--- src/source/gat_pkg.sv ---
`default_nettype none

package gat_pkg;

  // ============================
  // Layer sizes
  // ============================
  localparam int NUM_NODES          = 8;
  localparam int NUM_FEATURE_IN     = 8;
  localparam int NUM_FEATURE_OUT    = 4;
  localparam int DATA_WIDTH         = 8;
  localparam int WH_DATA_WIDTH      = 20;
  localparam int SCORE_WIDTH        = 32;
  localparam int NEW_FEATURE_WIDTH  = 32;
  localparam int TOP_WIDTH          = 32;
  localparam int NUM_FLAGS          = 3;
  localparam int LEAKY_SHIFT        = 3;

  // ============================
  // Memory map
  // ============================
  localparam int H_DATA_DEPTH       = NUM_NODES * NUM_FEATURE_IN;
  localparam int H_DATA_ADDR_W      = $clog2(H_DATA_DEPTH);
  // a follows the row-major W block
  localparam int A_BASE             = NUM_FEATURE_IN * NUM_FEATURE_OUT;
  localparam int WEIGHT_DEPTH       = A_BASE + NUM_FEATURE_OUT;
  localparam int WEIGHT_ADDR_W      = $clog2(WEIGHT_DEPTH);
  localparam int FEAT_SLOTS         = 8;
  localparam int NEW_FEATURE_DEPTH  = NUM_NODES * FEAT_SLOTS;
  localparam int NEW_FEATURE_ADDR_W = $clog2(NEW_FEATURE_DEPTH);
  localparam int WH_FIFO_DEPTH      = 4;

  // Shared word address width for all three memories
  localparam int BRAM_ADDR_W        = (H_DATA_ADDR_W > WEIGHT_ADDR_W) ?
                                      H_DATA_ADDR_W : WEIGHT_ADDR_W;
  localparam int OUT_IDX_W          = $clog2(NUM_FEATURE_OUT);
  localparam int CNT_W              = $clog2(NUM_NODES + 1);

  typedef logic signed [DATA_WIDTH-1:0]    data_t;
  typedef logic signed [WH_DATA_WIDTH-1:0] wh_data_t;
  typedef logic signed [SCORE_WIDTH-1:0]   score_t;
  typedef logic [$clog2(NUM_NODES)-1:0]    node_idx_t;
  typedef logic [$clog2(FEAT_SLOTS)-1:0]   feat_idx_t;
  typedef logic [OUT_IDX_W-1:0]            out_idx_t;
  typedef logic [CNT_W-1:0]                cnt_t;
  typedef logic [NUM_FLAGS-1:0]            flags_t;
  typedef logic [TOP_WIDTH-1:0]            word_t;
  typedef logic [BRAM_ADDR_W-1:0]          bram_addr_t;
  typedef logic [$clog2(WH_FIFO_DEPTH)-1:0]   fifo_ptr_t;
  typedef logic [$clog2(WH_FIFO_DEPTH+1)-1:0] fifo_cnt_t;

  // Loop limits and fixed slots
  localparam node_idx_t LAST_NODE  = node_idx_t'(NUM_NODES - 1);
  localparam feat_idx_t LAST_IN    = feat_idx_t'(NUM_FEATURE_IN - 1);
  localparam out_idx_t  LAST_OUT   = out_idx_t'(NUM_FEATURE_OUT - 1);
  localparam feat_idx_t SCORE_SLOT = feat_idx_t'(NUM_FEATURE_OUT);
  localparam feat_idx_t LAST_SLOT  = feat_idx_t'(FEAT_SLOTS - 1);
  localparam fifo_cnt_t FIFO_FULL  = fifo_cnt_t'(WH_FIFO_DEPTH);
  localparam cnt_t      ALL_NODES  = cnt_t'(NUM_NODES);

  typedef struct packed {
    logic       ena;
    logic       wea;
    bram_addr_t addr;
    word_t      data;
  } bram_wr_t;

  typedef struct packed {
    node_idx_t                           node;
    wh_data_t [NUM_FEATURE_OUT-1:0]      wh;
  } wh_vec_t;

  typedef enum logic [2:0] {
    P_IDLE,
    P_READ,
    P_ACC,
    P_EMIT,
    P_DONE
  } prod_state_t;

  typedef enum logic [1:0] {
    C_IDLE,
    C_WRITE,
    C_DONE
  } cons_state_t;

endpackage

`default_nettype wire

--- src/source/gat_bram.sv ---
`timescale 1ns/1ps
`default_nettype none

module gat_bram #(
  parameter int DEPTH = 64,
  parameter int WIDTH = 32
) (
  input  wire logic                clk,
  input  gat_pkg::bram_wr_t        wr,
  input  gat_pkg::bram_addr_t      addrb,
  output logic [WIDTH-1:0]         doutb
);

  logic [WIDTH-1:0] mem [DEPTH];
  logic             wr_en;
  logic             in_range;

  // ============================
  // Write port
  // ============================
  // Words past DEPTH are dropped, the address space is shared
  assign in_range = int'(wr.addr) < DEPTH;
  assign wr_en    = wr.ena && wr.wea && in_range;

  always_ff @(posedge clk) begin
    if (wr_en) begin
      // Narrow memories keep the low bits of the host word
      mem[wr.addr] <= wr.data[WIDTH-1:0];
    end
  end

  // ============================
  // Read port
  // ============================
  // One cycle latency
  always_ff @(posedge clk) begin
    doutb <= mem[addrb];
  end

endmodule

`default_nettype wire

--- config.mk ---
export PLATFORM = sky130hd
export DESIGN_NAME = gat_bram
export DESIGN_NICKNAME = d
export VERILOG_FILES = /design/src/source/gat_pkg.sv /design/src/source/gat_bram.sv
export SDC_FILE = /design/constraint.sdc
export NUM_CORES = 2
export LEC_CHECK = 0
export ABC_AREA = 1
export BUFFER_PORTS_ARGS = -buffer_cell sky130_fd_sc_hd__clkbuf_2
export CORE_MARGIN = 2
export CORE_UTILIZATION = 55
export CTS_CLUSTER_DIAMETER = 80
export DETAILED_ROUTE_END_ITERATION = 10
export HOLD_SLACK_MARGIN = 0.05
export PLACE_DENSITY = 0.7
export SYNTH_ARGS = -nofsm -noshare
export SYNTH_HDL_FRONTEND = slang
export SYNTH_SLANG_ARGS = --single-unit
export TNS_END_PERCENT = 10
--- constraint.sdc ---
create_clock -name clk -period 3.8 [get_ports clk]
set_clock_uncertainty 0.2 [all_clocks]
set_input_delay 0.57 -clock clk [delete_from_list [all_inputs] [get_ports clk]]
set_output_delay 0.57 -clock clk [all_outputs]
set_load 0.01 [all_outputs]
# Yosys cells after proc, flatten, opt, wreduce, memory -nomap -nowiden
# Memory sizes are Yosys's and may differ from the RTL's. A register that Yosys moved wholly into a read port is not among the register bits.
# Cells that the tools add are included.
dict set report word_totals {
  register_bits 0
  mem_bits_rw 2048
  inputBits 47
  out_inout_bits 32
  mem_count 1
}
# name depth word_bits read_ports rd_clocked_by_memory_dff wr line_no
set memory_table {}
lappend memory_table {mem 64 32 1 1 1 gat_bram.sv:14} ;# logic [WIDTH-1:0] mem [DEPTH];
dict set report classes {
  n_mux 2
  n_reduce_logical 1
}
# cell count
set op_table {}
lappend op_table {{2-to-1 mux 1 bit} 2}
lappend op_table {{logical AND 1 bit} 1}

# Longest topological paths before layout
dict set report depth {
  ltp_word 3
  mapped_depth 13
  ltp_nobuf 9
}

# Least setup slack after synthesis
# Ideal clock, no wire load.
dict set report synth_timing {
  path_kind {input to register}
  startpoint {in wr[39] in the netlist's numbering}
  endpoint {mem mem[0][0], enable pin}
  arrival_ns 2.413
  path_slack_ns 0.766
  stages 4
  path_buffers 0
  cell_sequence {nand2_1 > inv_1 > nand4_1 > nor2_1}
}
dict set report synth_via {
  elab_chain_len 3
}
# item line_no
set synth_rtl {}
lappend synth_rtl {{start, declared} gat_bram.sv:9} ;# input gat_pkg::bram_wr_t wr,
lappend synth_rtl {{logical AND 1 bit} gat_bram.sv:23} ;# assign wr_en = wr.ena && wr.wea && in_range;
lappend synth_rtl {{2-to-1 mux 1 bit} gat_bram.sv:26} ;# if (wr_en) begin
lappend synth_rtl {{2-to-1 mux 1 bit (not written as such)} gat_bram.sv:28} ;# mem[wr.addr] <= wr.data[WIDTH-1:0];
lappend synth_rtl {{end, declared} gat_bram.sv:14}
# Every way passes these cells.

==> results.yml <==
run_status:
  status: "completed"
floorplan:
  rows: 142
  num_io_pins: 79
  die_w_um: 392
  core_area_sq_mm: 0.150
  dieArea_sq_mm: 0.154
  start_util_pct: 55.3
  fp.dieH_um: 392
setup_path:
  cp_max_fo: 77
  cp-start-kind: "primary input"
  crit_required_ns: 4.35
  endpoint_kind: "flop"
  crit_type: "in2reg"
  cp.arrival_ns: 3.26
  r2r_setup_slack_ns: 1.81
  r2r_cells: 8
hold_path:
  hold_path_class: "in2reg"
  hold_depth: 1
sta:
  worstMarginPinSlew_ns: 1.33
  hold_slack_ns: 0.107
  setup_tns_ns: 0
  slew_violations: 0
  rsz0062_at_grt: "no"
  timing.final.crit_share_pct: 71.3
  hold_viol: 0
  setup_viol: 0
  clock.fmax_mhz: 369
  fin_crit_ns: 2.71
  relSlewSlack_pct: 11.5
global_routing:
  grt_pass1_wl_um: 343000
  grt_pass1_vias: 52600
  grt_max_degree: 164
  grtUsageTotal_pct: 30.8
  antenna_found_initial: 14
  grt-ovfl-total: 0
final_layout:
  syn_to_final_growth_pct: 12.7
  nFillCells: 11200
  drive_gt1_share_pct: 9.81
  final_nets: 6916
synthesis:
  synth-compound-area-share_pct: 0
  ys_types: 15
  ys_seq_elements: 2080
  ys_seq_area_share_pct: 75.1
  syn_area_per_cell_sq_um: 12.2
  yosysWarnings: 0
  syn_nets: 6821
  muxShareOfSynthArea_pct: 0
  synth_fa_ha_area_share_pct: 0
  synth_xor_area_share_pct: 0
  synth-simple-area-share_pct: 22.1
  syn_area_sq_mm: 0.0827
  synth_cells: 6774
  synth_top_family_by_area: "simple AND/OR/NAND/NOR gates"
clock_tree:
  cts_made_buffers: 199
  h-tree-depth: 4
  clkTransAtPathRegs_ns: 0.06
  cts_tree: "built"
  post_cts_resized: 0
  cts-root-buf: "clkbuf_16"
  cts.sinks: 2080
  clk_path_buf_depth: 3
  clk_latency_ns: 0.84
power:
  max-vdd-ir-drop_mv: 0.497
  p_leak_nw: 33.0
  pwr_density_cell_mw_per_mm2: 515
placement:
  io_buffer_count: 78
  hpwl_um: 127000
  gp_congestion: 0.854
route:
  dr.pass1.iters: 8
  vias: 55200
  drtIter0Drc: 7753
  wl_um: 236000
  ant_nets: 0
  via_per_inst: 6.09
  drt-wirelength-per-cell_um: 26.1
  drc: 0
flow_run:
  max-cap-violations: 0
-- placed cells by master, fill, tap and decap left out, types with 39 or more instances in the layout --
master	n
buf_12	73
buf_4	188
clkbuf_16	206
nand2_1	2263
nor2_4	64
clkbuf_1	42
clkinv_2	39
nand3_1	1901
clkinv_1	39
edfxtp_1	2048
clkbuf_2	73
-- layer usage --
layer	global-route usage, %	up-vias	part of all wire (%)
li1	-	24300	-
met1	42.1	26800	38
met2	46.8	3436	45
met3	7.40	574	12
met4	14.8	10	5.1
met5	0	-	0.021
-- kinds of logic after synthesis --
family / count (synthesis)
DFF: 2080
buffers and inverters: 458
and+or+nand+nor: 4236
-- final cells by class --
cell class / instances / area [sq um] / share of cell area (%)
Multi-Input combinational cell: 4236 / 18800 / 20.1
Inverter: 13 / 85.1 / 0.0913
Antenna cell: 8 / 20.0 / 0.0215
Clock inverter: 104 / 911 / 0.977
Sequential cell: 2080 / 62100 / 66.6
Clock buffer: 260 / 5480 / 5.87
Timing Repair Buffer: 339 / 3300 / 3.54
Tap cell: 2016 / 2520 / 2.71
-- state kept, by name, summed over array words and instances (netlist names) --
register,flops
doutb,32
mem,2048
-- path summary, 6_finish.rpt --
kind                from          to
max             addrb[0]   doutb[13]
min               wr[13]  mem[8][13]
max reg2reg  mem[35][19]   doutb[19]
min reg2reg  mem[36][14]   doutb[14]
-- synth_stat cells --
master	instances	share of area, %
buf_2	245	1.5
buf_6	9	0.12
nor2_1	64	0.29
edfxtp_1	2048	74
inv_4	1	0.0076
buf_4	48	0.44
nand2_1	2263	10
dfxtp_1	32	0.77
inv_1	10	0.045
inv_2	2	0.0091
buf_1	60	0.27
clkbuf_4	2	0.018
clkbuf_1	81	0.37
nand3_1	1901	12
nand4_1	8	0.061
-- per-stage QoR --
step / power (mW) / std cells / utilization, % / worst slack, ns / instance area [sq um]
final: 48.0 / 9056 / 62.3 / 1.09 / 93200
after floorplan: 27.4 / 6774 / - / 0.766 / 82700
after global placement: 28.8 / 8683 / 58.0 / 0.438 / 86800
after global routing: 49.2 / 9048 / 62.3 / 1.02 / 93200
after detailed placement: 28.8 / 8683 / 58.0 / 0.345 / 86800
after CTS: 48.0 / 9048 / 62.3 / 1.20 / 93200
-- what timing repair did --
item / in CTS / in global routing
setup buffers: 0 / 0
setup endpoints to repair: 0 / 0
hold buffers: 1 / 0
endpoints found under the hold margin: 1 / 0
-- power by group --
group	internal [mW]	leakage, nW	switching [mW]
Sequential	25.3	18.7	0.112
Combinational	0.757	11.2	2.25
Clock	11.1	3.16	8.41
-- worst max-delay path, cell delays in order --
cell     delay (ns)
buf_8          0.19
inv_16         0.33
buf_4          0.60
buf_4          0.30
nand2_1        0.07
nand3_1        0.08
nand3_1        0.10
nand3_1        0.12
nand3_1        0.22
nand2_1        0.21
nand2_1        0.19
nand2_1        0.17
(Power assumes the default switching activity.)
