===== src/source/gat_pkg.sv =====
`default_nettype none

package gat_pkg;

  // ============================
  // Layer sizes
  // ============================
  localparam int NUM_NODES          = 8;
  localparam int NUM_FEATURE_IN     = 8;
  localparam int NUM_FEATURE_OUT    = 4;
  localparam int DATA_WIDTH         = 8;
  localparam int WH_DATA_WIDTH      = 20;
  localparam int SCORE_WIDTH        = 32;
  localparam int NEW_FEATURE_WIDTH  = 32;
  localparam int TOP_WIDTH          = 32;
  localparam int NUM_FLAGS          = 3;
  localparam int LEAKY_SHIFT        = 3;

  // ============================
  // Memory map
  // ============================
  localparam int H_DATA_DEPTH       = NUM_NODES * NUM_FEATURE_IN;
  localparam int H_DATA_ADDR_W      = $clog2(H_DATA_DEPTH);
  // a follows the row-major W block
  localparam int A_BASE             = NUM_FEATURE_IN * NUM_FEATURE_OUT;
  localparam int WEIGHT_DEPTH       = A_BASE + NUM_FEATURE_OUT;
  localparam int WEIGHT_ADDR_W      = $clog2(WEIGHT_DEPTH);
  localparam int FEAT_SLOTS         = 8;
  localparam int NEW_FEATURE_DEPTH  = NUM_NODES * FEAT_SLOTS;
  localparam int NEW_FEATURE_ADDR_W = $clog2(NEW_FEATURE_DEPTH);
  localparam int WH_FIFO_DEPTH      = 4;

  // Shared word address width for all three memories
  localparam int BRAM_ADDR_W        = (H_DATA_ADDR_W > WEIGHT_ADDR_W) ?
                                      H_DATA_ADDR_W : WEIGHT_ADDR_W;
  localparam int OUT_IDX_W          = $clog2(NUM_FEATURE_OUT);
  localparam int CNT_W              = $clog2(NUM_NODES + 1);

  typedef logic signed [DATA_WIDTH-1:0]    data_t;
  typedef logic signed [WH_DATA_WIDTH-1:0] wh_data_t;
  typedef logic signed [SCORE_WIDTH-1:0]   score_t;
  typedef logic [$clog2(NUM_NODES)-1:0]    node_idx_t;
  typedef logic [$clog2(FEAT_SLOTS)-1:0]   feat_idx_t;
  typedef logic [OUT_IDX_W-1:0]            out_idx_t;
  typedef logic [CNT_W-1:0]                cnt_t;
  typedef logic [NUM_FLAGS-1:0]            flags_t;
  typedef logic [TOP_WIDTH-1:0]            word_t;
  typedef logic [BRAM_ADDR_W-1:0]          bram_addr_t;
  typedef logic [$clog2(WH_FIFO_DEPTH)-1:0]   fifo_ptr_t;
  typedef logic [$clog2(WH_FIFO_DEPTH+1)-1:0] fifo_cnt_t;

  // Loop limits and fixed slots
  localparam node_idx_t LAST_NODE  = node_idx_t'(NUM_NODES - 1);
  localparam feat_idx_t LAST_IN    = feat_idx_t'(NUM_FEATURE_IN - 1);
  localparam out_idx_t  LAST_OUT   = out_idx_t'(NUM_FEATURE_OUT - 1);
  localparam feat_idx_t SCORE_SLOT = feat_idx_t'(NUM_FEATURE_OUT);
  localparam feat_idx_t LAST_SLOT  = feat_idx_t'(FEAT_SLOTS - 1);
  localparam fifo_cnt_t FIFO_FULL  = fifo_cnt_t'(WH_FIFO_DEPTH);
  localparam cnt_t      ALL_NODES  = cnt_t'(NUM_NODES);

  typedef struct packed {
    logic       ena;
    logic       wea;
    bram_addr_t addr;
    word_t      data;
  } bram_wr_t;

  typedef struct packed {
    node_idx_t                           node;
    wh_data_t [NUM_FEATURE_OUT-1:0]      wh;
  } wh_vec_t;

  typedef enum logic [2:0] {
    P_IDLE,
    P_READ,
    P_ACC,
    P_EMIT,
    P_DONE
  } prod_state_t;

  typedef enum logic [1:0] {
    C_IDLE,
    C_WRITE,
    C_DONE
  } cons_state_t;

endpackage

`default_nettype wire


===== src/source/gat_wh_fifo.sv =====
`timescale 1ns/1ps
`default_nettype none

module gat_wh_fifo (
  input  wire logic          clk,
  input  wire logic          rst_n,
  input  wire logic          push,
  input  gat_pkg::wh_vec_t   push_vec,
  output logic               ready,
  input  wire logic          pop,
  output gat_pkg::wh_vec_t   head_vec,
  output logic               valid
);

  gat_pkg::wh_vec_t   mem [gat_pkg::WH_FIFO_DEPTH];
  gat_pkg::fifo_ptr_t wr_ptr_q;
  gat_pkg::fifo_ptr_t rd_ptr_q;
  gat_pkg::fifo_cnt_t count_q;
  logic               wr_en;
  logic               rd_en;

  assign ready    = (count_q != gat_pkg::FIFO_FULL);
  assign valid    = (count_q != '0);
  assign wr_en    = push && ready;
  assign rd_en    = pop && valid;
  assign head_vec = mem[rd_ptr_q];

  always_ff @(posedge clk) begin
    if (wr_en) begin
      mem[wr_ptr_q] <= push_vec;
    end
  end

  // Pointers wrap at the power-of-two depth
  always_ff @(posedge clk) begin
    if (!rst_n) begin
      wr_ptr_q <= '0;
      rd_ptr_q <= '0;
      count_q  <= '0;
    end else begin
      if (wr_en) begin
        wr_ptr_q <= wr_ptr_q + 1'b1;
      end
      if (rd_en) begin
        rd_ptr_q <= rd_ptr_q + 1'b1;
      end
      case ({wr_en, rd_en})
        2'b10:   count_q <= count_q + 1'b1;
        2'b01:   count_q <= count_q - 1'b1;
        default: count_q <= count_q;
      endcase
    end
  end

  // No push lands on a full FIFO, so the write side only laps the read side
  assert property (@(posedge clk) disable iff (!rst_n)
    !ready |-> (wr_ptr_q == rd_ptr_q));

  // Consumer only takes a vector that is there
  assert property (@(posedge clk) disable iff (!rst_n) pop |-> valid);

endmodule

`default_nettype wire


===== config.mk =====
export PLATFORM = sky130hd
export DESIGN_NAME = gat_wh_fifo
export DESIGN_NICKNAME = d
export VERILOG_FILES = /design/src/source/gat_pkg.sv /design/src/source/gat_wh_fifo.sv
export SDC_FILE = /design/constraint.sdc
export NUM_CORES = 1
export LEC_CHECK = 0
export ABC_AREA = 1
export BUFFER_PORTS_ARGS = -buffer_cell sky130_fd_sc_hd__buf_4
export CAP_MARGIN = 10
export CORE_MARGIN = 2
export CORE_UTILIZATION = 37
export DETAILED_ROUTE_END_ITERATION = 7
export HOLD_SLACK_MARGIN = 0.08
export SYNTH_ARGS = -nofsm -noshare
export SYNTH_HDL_FRONTEND = slang
export SYNTH_SLANG_ARGS = --single-unit

===== constraint.sdc =====
create_clock -name clk -period 14.2 [get_ports clk]
set_input_delay 1.42 -clock clk [delete_from_list [all_inputs] [get_ports clk]]
set_output_delay 1.42 -clock clk [all_outputs]
set_load 0.02 [all_outputs]

# == Word-level counts from Yosys, hierarchy flattened ==
# Memory sizes are Yosys's and may differ from the RTL's. A register that Yosys moved wholly into a read port is not among the register bits.
# Cells that the tools add are included.
# classes
n_eq_ne,3
reduce_logical,4
add_sub_neg,4
muxes,5
# op_table
operator,count
one-hot mux 3 bit (2 select lines),1
adder 2 x 1 -> 2 bit (second input constant),2
two-way mux 2 bit,2
adder 3 x 1 -> 3 bit (second input constant),1
inequality test 3 bit (second input constant),1
nonzero test 3 bit,1
subtractor 3 x 1 -> 3 bit (second input constant),1
equality test 2 x 1 -> 1 bit (second input constant),1
equality test 2 bit (second input constant),1
logical AND 1 bit,2
two-way mux 1 bit,2
nonzero test 2 bit,1
# totals
mem_count,1
ff_bits,7
output_inout_bits,85
ramBits,332
# mem_list
name,depth,word_bits,read_ports,rd_clocked_by_memory_dff,wr,line_no,source
mem,4,83,1,1,1,gat_wh_fifo.sv:15,gat_pkg::wh_vec_t mem [gat_pkg::WH_FIFO_DEPTH];

# == Longest topological paths before layout ==
# logic_depth
ltp_word,4
mapped_depth,13
mapped_depth_nobuf,13

# == Worst setup path after synthesis ==
# Ideal clock, no wire load.
# synth_timing
kind,input to register
startpoint,input push
endpoint,"memory mem[0][0] (netlist name), enable pin"
arrival_ps,5041
slack_ps,8634
setup_time_ps,525
t_required_ps,13675
path_buffers,0
path_stages,2
path_cell_list,nand2_1 > nor2_1
# synth_via
elab_chain_cells,3
# synth_rtl
item,line_no,source
from (decl),gat_wh_fifo.sv:7,"input wire logic push,"
logical AND 1 bit,gat_wh_fifo.sv:24,assign wr_en = push && ready;
two-way mux 1 bit,gat_wh_fifo.sv:29,if (wr_en) begin
two-way mux 1 bit (not written as such),gat_wh_fifo.sv:30,mem[wr_ptr_q] <= push_vec;
to (decl),gat_wh_fifo.sv:15,
# No other way between the ends.

==> run_results.csv <==
group,metric,value,unit
pwr,seq_power_share,0.433,
final_layout,drive_gt1_frac,0.222,
routing,via_per_inst,4.96,
sta,fin_crit,4620,ps
floorplanning,die_h,190,um
clock_tree,cts_hold_buffers,0,
final_layout,mostFrequentLayoutCells,"edfxtp_1, buf_4, nor2_1",
sta,hold_viol_final,0,
sta,drv_slew,0,
critical_path,path_max_fanout,95,
outcome,status,"complete, no violations",
clock_tree,htree_levels,2,
pwr,ir_drop,0.110,mV
critical_path,cpPeakStageDelay,740,ps
pwr,power.density,184,mW/mm2
clock_tree,cts.clk_slew.worst_paths,60,ps
placed_design,io_buffers,171,
critical_path,end_kind,"primary output",
critical_path,crit_arrival,3200,ps
routing,ant_nets,0,
yosys,synth_compound_area_frac,0.108,
yosys,netlist-cell-type-count,18,
clock_tree,insertion_delay,510,ps
grt,grt_antenna_before_repair,3,
yosys,synthMuxAreaShare,0,
critical_path,path_class,"reg2out",
grt,grt_pass1_vias,7318,
placed_design,hpwl,15800,um
critical_path,crit_path_frequent_cell,"buf_4",
yosys,synth_seq_area_share,0.794,
grt,grt-ovfl-total,0,
yosys,synth_xor_xnor_area_share,0,
sta,worstMarginPinSlew,1040,ps
sta,fin_skew,11.0,ps
critical_path,cp_top_family,"buffers and inverters",
sta,rsz0062_at_grt,"false",
clock_tree,clock_sinks,341,
pwr,swShare,0.311,
yosys,synth_adder_area_share,0.00646,
pwr,internal-power,1.96,mW
clock_tree,cts_max_path_buffers,3,
yosys,postSynthAreaPerCell,14.7,um2
clock_tree,cts_setup_buffers,0,
routing,dr_wl_met3,1640,um
min_path,hold_class,"reg2reg",
pwr,p_leak,5.37,nW
routing,wl_met2,13400,um
sta,slew_headroom,0.302,
pwr,pwr-share-comb,0.259,
grt,grt_use_total,0.156,
floorplanning,die-area,0.0360,mm2
grt,grt_max_degree,97,
run,drv_cap,0,
clock_tree,cts_root_buf,"clkbuf_16",
yosys,yosys.area_share.simple,0.0581,
clock_tree,cts_tree,"built",
final_layout,fin_nets,1128,
clock_tree,cts_made_buffers,37,
critical_path,cp_cell_sequence,"inv_6 -> buf_4 -> o21ai_0 -> o22ai_1 -> buf_4",
sta,setup_tns,0,ps
routing,highest_layer,"met4",
routing,wl_met1,12800,um
sta,max_freq,0.216,GHz
pwr,p_clk_frac,0.308,
clock_tree,post_cts_resized,0,
sta,finalCritPeriodShare,0.325,
pwr,switchingPower,886,uW
yosys,synth_top_family_by_area,"compound AO/OA/AOI/OAI gates",
floorplanning,fp.coreArea,0.0343,mm2
routing,wirelength,28500,um
floorplanning,initial_core_util,0.373,
routing,remaining_drc_errors,0,
critical_path,crit_slowest_cell,"buf_4",
floorplanning,die_w,190,um
floorplanning,num_rows,68,
floorplanning,num_io_pins,172,
yosys,synth_nets,964,
yosys,synthCells,871,
final_layout,final_common_cell,"edfxtp_1",
routing,dr.first_iter.drc_count,431,
sta,setup-violations-final,0,
yosys,synth_warnings,0,
critical_path,startpoint_type,"register",
grt,grt_pass1_wl,42900,um
yosys,synth_area,0.0128,mm2
sta,whs,507,ps
critical_path,critPathBufInv,3,
final_layout,layout-area-overhead-vs-synth,21.3,%
routing,routedWlPerCell,18.8,um
critical_path,cp.required,12780,ps
placed_design,place.gp.congestion,0.732,
routing,vias,7525,
routing,drtPass1Iterations,6,
yosys,synth-seq-cells,341,
## stage by stage
stage	cell area (um2)	cells	power (mW)	util	setup WS, ps
6_report	15500	1518	2.85	0.452	9580
3_5_place_dp	14400	1451	2.01	0.419	10130
4_1_cts	15500	1515	2.89	0.452	9590
3_3_place_gp	14400	1451	2.00	0.419	10130
5_1_grt	15500	1518	2.99	0.452	9330
2_1_floorplan	12800	871	1.71	-	8630
## worst paths after layout
check / startpoint / end / slack, ps / cells after the start
setup / recovery: register / head_vec[67] / 9580 / 5
hold / removal: wr_ptr_q[1] / wr_ptr_q[1] / 510 / 2
setup reg to reg: count_q[1] / mem[0][77] / 11210 / 5
hold reg to reg: wr_ptr_q[1] / wr_ptr_q[1] / 510 / 2
## cell families (layout without fill, tap and decap cells)
group	count (synthesis)	count (layout)
buffers and inverters	72	261
adder cells (fa/ha/maj)	6	6
flip-flops	341	341
AO/OA/AOI/OAI	256	256
other	0	3
AND/OR/NAND/NOR	196	196
## layer usage
layer | GRT usage | vias up
met2 | 0.249 | 188
met4 | 0.0462 | 0
li1 | - | 3607
met1 | 0.212 | 3691
met3 | 0.0400 | 39
met5 | 0 | -
## cell type report
type / count / area [um2]
multi-input cells: 458 / 2240
clock inverters: 20 / 153
diodes: 3 / 7.51
flip-flops and latches: 341 / 10200
well taps: 455 / 569
inverters: 18 / 72.6
repair buffers: 179 / 1340
clock buffers: 44 / 952
fillers: 3078 / 18800
## synthesized netlist by cell type
| library cell | count | area share |
|---|---|---|
| inv_1 | 17 | 0.0050 |
| edfxtp_1 | 332 | 0.78 |
| a21oi_1 | 5 | 0.0020 |
| buf_6 | 13 | 0.011 |
| inv_4 | 1 | 0.00049 |
| clkbuf_2 | 3 | 0.0012 |
| nand3_1 | 5 | 0.0020 |
| ha_1 | 5 | 0.0049 |
| o21ai_0 | 108 | 0.042 |
| o22ai_1 | 83 | 0.041 |
| clkbuf_1 | 21 | 0.0062 |
| nand2_1 | 15 | 0.0044 |
| buf_4 | 9 | 0.0053 |
| nor2_1 | 176 | 0.052 |
| o21ai_1 | 60 | 0.024 |
| buf_2 | 8 | 0.0031 |
| dfxtp_1 | 9 | 0.014 |
| fa_1 | 1 | 0.0016 |
## power by group through the flow
stage / logic [mW] / registers [mW] / clock network (mW)
finish: 0.738 / 1.23 / 0.878
global route: 0.802 / 1.24 / 0.945
global placement: 0.746 / 1.25 / 0
CTS: 0.753 / 1.24 / 0.905
detailed placement: 0.751 / 1.26 / 0
floorplan: 0.470 / 1.24 / 0
## registers in the layout, summed over array words and instances, names as in the netlist, named ones only
register and flops:
mem 332, count_q 3, rd_ptr_q 2, wr_ptr_q 2
## tightest hold or removal path: cells and delay by family (launching register included)
family | cells | cell delay (ps)
flip-flops | 1 | 330
AND/OR/NAND/NOR | 1 | 70
AO/OA/AOI/OAI | 1 | 50
Note: power is estimated with default switching activity, not from simulation.
