## src/source/gat_pkg.sv

```systemverilog
`default_nettype none

package gat_pkg;

  // ============================
  // Layer sizes
  // ============================
  localparam int NUM_NODES          = 8;
  localparam int NUM_FEATURE_IN     = 8;
  localparam int NUM_FEATURE_OUT    = 4;
  localparam int DATA_WIDTH         = 8;
  localparam int WH_DATA_WIDTH      = 20;
  localparam int SCORE_WIDTH        = 32;
  localparam int NEW_FEATURE_WIDTH  = 32;
  localparam int TOP_WIDTH          = 32;
  localparam int NUM_FLAGS          = 3;
  localparam int LEAKY_SHIFT        = 3;

  // ============================
  // Memory map
  // ============================
  localparam int H_DATA_DEPTH       = NUM_NODES * NUM_FEATURE_IN;
  localparam int H_DATA_ADDR_W      = $clog2(H_DATA_DEPTH);
  // a follows the row-major W block
  localparam int A_BASE             = NUM_FEATURE_IN * NUM_FEATURE_OUT;
  localparam int WEIGHT_DEPTH       = A_BASE + NUM_FEATURE_OUT;
  localparam int WEIGHT_ADDR_W      = $clog2(WEIGHT_DEPTH);
  localparam int FEAT_SLOTS         = 8;
  localparam int NEW_FEATURE_DEPTH  = NUM_NODES * FEAT_SLOTS;
  localparam int NEW_FEATURE_ADDR_W = $clog2(NEW_FEATURE_DEPTH);
  localparam int WH_FIFO_DEPTH      = 4;

  // Shared word address width for all three memories
  localparam int BRAM_ADDR_W        = (H_DATA_ADDR_W > WEIGHT_ADDR_W) ?
                                      H_DATA_ADDR_W : WEIGHT_ADDR_W;
  localparam int OUT_IDX_W          = $clog2(NUM_FEATURE_OUT);
  localparam int CNT_W              = $clog2(NUM_NODES + 1);

  typedef logic signed [DATA_WIDTH-1:0]    data_t;
  typedef logic signed [WH_DATA_WIDTH-1:0] wh_data_t;
  typedef logic signed [SCORE_WIDTH-1:0]   score_t;
  typedef logic [$clog2(NUM_NODES)-1:0]    node_idx_t;
  typedef logic [$clog2(FEAT_SLOTS)-1:0]   feat_idx_t;
  typedef logic [OUT_IDX_W-1:0]            out_idx_t;
  typedef logic [CNT_W-1:0]                cnt_t;
  typedef logic [NUM_FLAGS-1:0]            flags_t;
  typedef logic [TOP_WIDTH-1:0]            word_t;
  typedef logic [BRAM_ADDR_W-1:0]          bram_addr_t;
  typedef logic [$clog2(WH_FIFO_DEPTH)-1:0]   fifo_ptr_t;
  typedef logic [$clog2(WH_FIFO_DEPTH+1)-1:0] fifo_cnt_t;

  // Loop limits and fixed slots
  localparam node_idx_t LAST_NODE  = node_idx_t'(NUM_NODES - 1);
  localparam feat_idx_t LAST_IN    = feat_idx_t'(NUM_FEATURE_IN - 1);
  localparam out_idx_t  LAST_OUT   = out_idx_t'(NUM_FEATURE_OUT - 1);
  localparam feat_idx_t SCORE_SLOT = feat_idx_t'(NUM_FEATURE_OUT);
  localparam feat_idx_t LAST_SLOT  = feat_idx_t'(FEAT_SLOTS - 1);
  localparam fifo_cnt_t FIFO_FULL  = fifo_cnt_t'(WH_FIFO_DEPTH);
  localparam cnt_t      ALL_NODES  = cnt_t'(NUM_NODES);

  typedef struct packed {
    logic       ena;
    logic       wea;
    bram_addr_t addr;
    word_t      data;
  } bram_wr_t;

  typedef struct packed {
    node_idx_t                           node;
    wh_data_t [NUM_FEATURE_OUT-1:0]      wh;
  } wh_vec_t;

  typedef enum logic [2:0] {
    P_IDLE,
    P_READ,
    P_ACC,
    P_EMIT,
    P_DONE
  } prod_state_t;

  typedef enum logic [1:0] {
    C_IDLE,
    C_WRITE,
    C_DONE
  } cons_state_t;

endpackage

`default_nettype wire

```

## src/source/gat_attn_consumer.sv

```systemverilog
`timescale 1ns/1ps
`default_nettype none

module gat_attn_consumer (
  input  wire logic            clk,
  input  wire logic            rst_n,
  input  gat_pkg::flags_t      load_done,
  input  gat_pkg::bram_wr_t    wgt_wr,
  input  wire logic            vec_valid,
  input  gat_pkg::wh_vec_t     head_vec,
  output logic                 vec_pop,
  output gat_pkg::bram_wr_t    feat_wr,
  output logic                 gat_ready,
  output gat_pkg::cnt_t        nodes_done
);

  gat_pkg::cons_state_t state_q;
  gat_pkg::data_t       a_q [gat_pkg::NUM_FEATURE_OUT];
  gat_pkg::bram_addr_t  a_off;
  logic                 a_hit;
  gat_pkg::wh_vec_t     cur_q;
  gat_pkg::score_t      score_q;
  gat_pkg::score_t      dot;
  gat_pkg::score_t      leaky;
  gat_pkg::feat_idx_t   slot_q;
  gat_pkg::word_t       slot_data;

  // ============================
  // Snoop a from weight writes
  // ============================
  // Addresses below A_BASE wrap high and miss
  assign a_off = wgt_wr.addr - gat_pkg::bram_addr_t'(gat_pkg::A_BASE);
  assign a_hit = wgt_wr.ena && wgt_wr.wea &&
                 (a_off[gat_pkg::BRAM_ADDR_W-1:gat_pkg::OUT_IDX_W] == '0);

  // Score of the head vector
  always_comb begin
    dot = '0;
    for (int i = 0; i < gat_pkg::NUM_FEATURE_OUT; i++) begin
      dot = dot + gat_pkg::score_t'(a_q[i]) * gat_pkg::score_t'(head_vec.wh[i]);
    end
  end

  // LeakyReLU with a negative slope of 1/8
  assign leaky = dot[gat_pkg::SCORE_WIDTH-1] ? (dot >>> gat_pkg::LEAKY_SHIFT) : dot;

  always_ff @(posedge clk) begin
    if (a_hit) begin
      a_q[a_off[gat_pkg::OUT_IDX_W-1:0]] <=
        gat_pkg::data_t'(wgt_wr.data[gat_pkg::DATA_WIDTH-1:0]);
    end
    if (vec_pop) begin
      cur_q   <= head_vec;
      score_q <= leaky;
    end
  end

  // ============================
  // Per-node write burst
  // ============================
  // Wh in slots 0-3 and the score in slot 4 with zeros above
  always_comb begin
    if (slot_q < gat_pkg::SCORE_SLOT) begin
      slot_data = gat_pkg::word_t'(gat_pkg::score_t'(cur_q.wh[slot_q[gat_pkg::OUT_IDX_W-1:0]]));
    end else if (slot_q == gat_pkg::SCORE_SLOT) begin
      slot_data = gat_pkg::word_t'(score_q);
    end else begin
      slot_data = '0;
    end
  end

  assign vec_pop      = (state_q == gat_pkg::C_IDLE) && vec_valid;
  assign feat_wr.ena  = (state_q == gat_pkg::C_WRITE);
  assign feat_wr.wea  = feat_wr.ena;
  assign feat_wr.addr = gat_pkg::bram_addr_t'(cur_q.node * gat_pkg::FEAT_SLOTS + slot_q);
  assign feat_wr.data = slot_data;
  assign gat_ready    = (state_q == gat_pkg::C_DONE);

  always_ff @(posedge clk) begin
    if (!rst_n) begin
      state_q    <= gat_pkg::C_IDLE;
      slot_q     <= '0;
      nodes_done <= '0;
    end else begin
      case (state_q)
        gat_pkg::C_IDLE: begin
          if (vec_valid) begin
            state_q <= gat_pkg::C_WRITE;
            slot_q  <= '0;
          end
        end
        gat_pkg::C_WRITE: begin
          slot_q <= slot_q + 1'b1;
          if (slot_q == gat_pkg::LAST_SLOT) begin
            nodes_done <= nodes_done + 1'b1;
            state_q    <= (cur_q.node == gat_pkg::LAST_NODE) ? gat_pkg::C_DONE : gat_pkg::C_IDLE;
          end
        end
        // Any flag drop ends the run
        gat_pkg::C_DONE: begin
          if (!(&load_done)) begin
            state_q    <= gat_pkg::C_IDLE;
            nodes_done <= '0;
          end
        end
        default: state_q <= gat_pkg::C_IDLE;
      endcase
    end
  end

  // Nodes leave the FIFO in order
  assert property (@(posedge clk) disable iff (!rst_n)
    vec_pop |-> (head_vec.node == gat_pkg::node_idx_t'(nodes_done)));

  // Ready means every node burst has landed
  assert property (@(posedge clk) disable iff (!rst_n)
    gat_ready |-> (nodes_done == gat_pkg::ALL_NODES));

endmodule

`default_nettype wire

```

## config.mk

```make
export PLATFORM = sky130hd
export DESIGN_NAME = gat_attn_consumer
export DESIGN_NICKNAME = d
export VERILOG_FILES = /design/src/source/gat_pkg.sv /design/src/source/gat_attn_consumer.sv
export SDC_FILE = /design/constraint.sdc
export NUM_CORES = 2
export LEC_CHECK = 0
export ABC_CLOCK_PERIOD_IN_PS = 17600
export BUFFER_PORTS_ARGS = -buffer_cell sky130_fd_sc_hd__clkbuf_2
export CORE_ASPECT_RATIO = 1.25
export CORE_MARGIN = 2
export CORE_UTILIZATION = 55
export DETAILED_ROUTE_END_ITERATION = 7
export HOLD_SLACK_MARGIN = 0.06
export PLACE_DENSITY = 0.72
export SETUP_SLACK_MARGIN = 0.02
export SYNTH_ARGS = -nofsm -noshare
export SYNTH_HDL_FRONTEND = slang
export SYNTH_SLANG_ARGS = --single-unit
```

## constraint.sdc

```tcl
create_clock -name clk -period 17.6 [get_ports clk]
set_input_delay 0 -clock clk [delete_from_list [all_inputs] [get_ports clk]]
set_output_delay 0 -clock clk [all_outputs]
set_load 0.05 [all_outputs]
```

* Yosys cells after proc, flatten, opt, wreduce, memory -nomap -nowiden *
Memory sizes are Yosys's and may differ from the RTL's.
Cells that the tools add are included.

word-level totals
  word-level logic and storage cells = 60
  register bits after elaboration = 124
  output and inout port bits = 46
  memories kept = 1
  bits in writable memories = 32
  input port bits = 129

operators by class
  reductions and logical operators = 11
  equality and inequality tests = 8
  magnitude comparators = 2
  add/subtract/negate cells = 7
  multiplexer cells = 17
  multipliers = 4

memories
  name  words  bits a word  rd ports  clocked after memory_dff  wr ports  line                     RTL
  a_q   4      8            4         0                         1         gat_attn_consumer.sv:18  gat_pkg::data_t a_q [gat_pkg::NUM_FEATURE_OUT];

operator list
  kind                 count
  $mul 8x20->28        4
  $mux 32              3
  $bmux 20 s2          1
  $add 30x28->31       1
  $add 29x28->30       1
  $add 28x28->29       1
  $mux 20              1
  $eq 3x3->1 const B   3
  $reduce_and 3->1     3
  $mux 2               4
  $mux 4               2
  $pmux 4 s2           1
  $add 6x3->6          1
  $pmux 2 s3           1
  $pmux 3 s2           1
  $sub 6x6->6 const B  1
  $add 4x1->4 const B  1
  $logic_not 4->1      1
  $ne 2x2->1 const B   2
  $reduce_bool 2->1    2
  $add 3x1->3 const B  1
  $logic_and 1x1->1    3
  $lt 2x3->1 const B   1
  $lt 3x3->1 const B   1
  7 further kinds      8

* Depth between registers and ports, before layout *
  depth in word-level cells = 5
  gate-level depth with buffers = 28

* Worst setup path after synthesis *
No wires, ideal clock.

  path type = reg2reg
  start point = memory a_q[3][0] (netlist bit)
  end point = register score_q[10], data pin
  path buffers = 3
  required time = 17340 ps
  stages on the path, launching flop included = 27
  arrival = 7233 ps
  library setup time = 260 ps
  slack = 10106 ps
  clock period less this slack = 7494 ps
  cells stage by stage = edfxtp_1 > clkbuf_1 > nand2_1 > inv_1 > fa_1 > fa_1 > fa_1 > inv_1 > fa_1 > inv_1 > fa_1 > fa_1 > inv_1 > fa_1 > fa_1 > inv_1 > ha_1 > clkbuf_1 > a21o_1 > a21oi_1 > o21ai_0 > a221o_1 > a32oi_4 > a21oi_4 > xnor2_4 > buf_12 > mux2_4

RTL lines
  what                    line                     RTL
  start: declaration      gat_attn_consumer.sv:18
  end signal: assignment  gat_attn_consumer.sv:54  score_q <= leaky;
  end: declaration        gat_attn_consumer.sv:22  gat_pkg::score_t score_q;

==> flow_metrics.env <==
export IMPL_fin_nets=3928
export IMPL_synth_top_cell_by_area="fa_1"
export IMPL_dpl_hpwl_um=64000
export IMPL_async_reset_ff_frac=0
export IMPL_clock_latency_ns=0.47
export IMPL_die_h_um=260.7
export IMPL_synthesis_area_mm2=0.02899
export IMPL_via_count=19940
export IMPL_ys_top_cells_by_area="fa_1, edfxtp_1, inv_1, ha_1, nand2_1"
export IMPL_cts_buffers_inserted=17
export IMPL_clock_sinks=156
export IMPL_final_hold_viol_count=0
export IMPL_grt_pass1_vias=22990
export IMPL_drv_slew=0
export IMPL_route_detailed_drc=0
export IMPL_fin_crit_sh=0.4971
export IMPL_worstSetupStartpointType="flop"
export IMPL_synth_flop_cell="edfxtp_1"
export IMPL_area_growth_pct=9.655
export IMPL_path_class="flop to flop"
export IMPL_hold_class="input port to flop"
export IMPL_overflow=0
export IMPL_rsz0062_at_grt="no"
export IMPL_synth_warnings=0
export IMPL_maxCapViolCount=0
export IMPL_slew_headroom=0.1781
export IMPL_synth_top_cells_by_count="inv_1, fa_1, nand2_1"
export IMPL_synth_enable_flop_cells=147
export IMPL_syn_area_per_cell_um2=10.36
export IMPL_track_usage=0.3027
export IMPL_clk_pin_slew_ns=0.07
export IMPL_gp_congestion=0.9010
export IMPL_port_buffers=150
export IMPL_htree_levels=4
export IMPL_viasPerCell=5.453
export IMPL_grt_max_degree=62
export IMPL_tns_ns=0
export IMPL_fin_worst_skew_ns=0.01508
export IMPL_drt_pass1_iter_count=8
export IMPL_synth_nets=3756
export IMPL_ys_types=54
export IMPL_setup_viol_count_final=0
export IMPL_wire_per_inst_um=20.94
export IMPL_fp_row_count=94
export IMPL_arrival_ns=8.97
export IMPL_synth_most_common_cell="inv_1"
export IMPL_core_area_mm2=0.05234
export IMPL_synth_cells=2799
export IMPL_synth_top_area_frac=0.4738
export IMPL_die_w_um=209.3
export IMPL_crit_fanout=32
export IMPL_io_pins=175
export IMPL_die_area_mm2=0.05457
export IMPL_yosysSeqAreaShare=0.1585
export IMPL_dpl_instance_area_mm2=0.03019
export IMPL_grt_pass1_wl_um=121500
export IMPL_required_ns=17.82
export IMPL_outcome="finished, final reports clean"
export IMPL_fin_area_mm2=0.03179
export IMPL_root_buffer="clkbuf_16"
export IMPL_drive_gt1_frac=0.08009
export IMPL_timing_fmax_mhz=114.3
export IMPL_critPathCaptureType="flop"
export IMPL_clock_tree_buffer_depth=2
export IMPL_grt_antenna_before_repair=4
export IMPL_cts_setup_buffers=0
export IMPL_drt_initial_drc_count=1374
export IMPL_drt_wl_total_um=76570
export IMPL_worst_pin_slew_ns=1.233
export IMPL_drtAntennaViolNets=0
export IMPL_start_util=0.5539
export IMPL_ys_ff_latch=156
export IMPL_period_needed_ns=8.749
export IMPL_cts_tree="done"
-- flip-flops by register name, indices dropped and copies added, names as in the netlist --
| name | cells |
|---|---|
| a_q | 32 |
| cur_q | 83 |
| nodes_done | 4 |
| score_q | 32 |
| slot_q | 3 |
| state_q | 2 |
-- path summary, 6_finish.rpt --
kind | slack, ns | depth (start not counted) | end | start
min reg2reg | 0.54 | 2 | nodes_done[3] | nodes_done[3]
max reg2reg | 8.85 | 22 | score_q[1] | a_q[1][7]
max | 8.85 | 22 | score_q[1] | a_q[1][7]
min | 0.13 | 6 | state_q[1] | load_done[1]
-- stage by stage --
stage	hold slack [ns]	util	instances	setup slack [ns]
2_1_floorplan	0.09887	-	2799	10.11
3_3_place_gp	0.1781	0.5768	3526	9.161
3_5_place_dp	0.1803	0.5768	3526	9.039
4_1_cts	0.09399	0.6073	3656	9.020
5_1_grt	0.1720	0.6073	3657	8.573
6_report	0.1318	0.6073	3657	8.851
-- cell usage in the layout (no fill, tap or decap), types with 3 or more instances in the layout --
cell type | synthesis | routed
nand3_1 | 5 | 5
mux2i_1 | 8 | 8
a21o_1 | 25 | 25
ha_1 | 142 | 142
xor2_1 | 10 | 10
clkbuf_2 | 0 | 150
a31oi_1 | 4 | 4
inv_6 | 0 | 4
buf_4 | 4 | 5
edfxtp_1 | 147 | 147
a21boi_0 | 4 | 4
and3_1 | 6 | 6
mux2_4 | 18 | 18
fa_1 | 686 | 686
o21ai_0 | 37 | 37
nor3_1 | 5 | 5
or3_1 | 3 | 3
nor2_1 | 39 | 39
a211oi_1 | 3 | 3
clkbuf_16 | 0 | 17
a221o_1 | 4 | 4
dfxtp_1 | 9 | 8
mux4_2 | 20 | 20
a21oi_1 | 19 | 19
inv_1 | 767 | 767
nand2_1 | 385 | 385
inv_8 | 0 | 3
and2_1 | 216 | 215
o21bai_1 | 3 | 3
nand2b_1 | 55 | 55
xnor2_1 | 25 | 25
nor2b_1 | 23 | 23
dlygate4sd3_1 | 0 | 98
-- worst max-delay path: stages, from the launching register on --
cell and delay [ns]:
edfxtp_1 0.81, inv_1 0.53, nor2_1 0.24, fa_1 0.45, fa_1 0.54, fa_1 0.43
fa_1 0.55, fa_1 0.46, fa_1 0.46, fa_1 0.50, inv_1 0.05, fa_1 0.64
inv_1 0.08, ha_1 0.34, a21oi_1 0.18, o21ai_0 0.19, a221o_1 0.38, a21o_4 0.23
a32oi_4 0.23, a21oi_4 0.11, xnor2_4 0.15, buf_4 0.48, mux2_2 0.41
-- metal layers --
layer,vias to the layer above,global-route usage,share of wire
li1,8484,-,-
met1,10290,0.2969,0.30
met2,818,0.5421,0.53
met3,353,0.03550,0.043
met4,2,0.3121,0.13
met5,-,0,0.00022
-- layout make-up --
class	count	area, µm²
multi-input cells	1776	21090
fillers	4339	20550
flip-flops and latches	156	4596
inverters	767	2879
repair buffers	253	1769
well taps	672	840.8
clock buffers	18	439.2
clock inverters	14	173.9
diodes	1	2.502
-- repair_timing --
action	CTS	global route
hold buffers	98	0
gates resized for setup	0	0
endpoints found under the hold margin	140	0
-- cell families after synthesis --
family,share of synthesized area
buffers and inverters,0.1142
adders and majority gates,0.5350
and+or+nand+nor,0.1244
DFF,0.1585
AOI/OAI and AO/OA,0.02793
muxes,0.02840
xor gates and xnor gates,0.01152
Power is not shown: default switching activity piles up to over one toggle a cycle in this logic, so the estimate is an artifact.
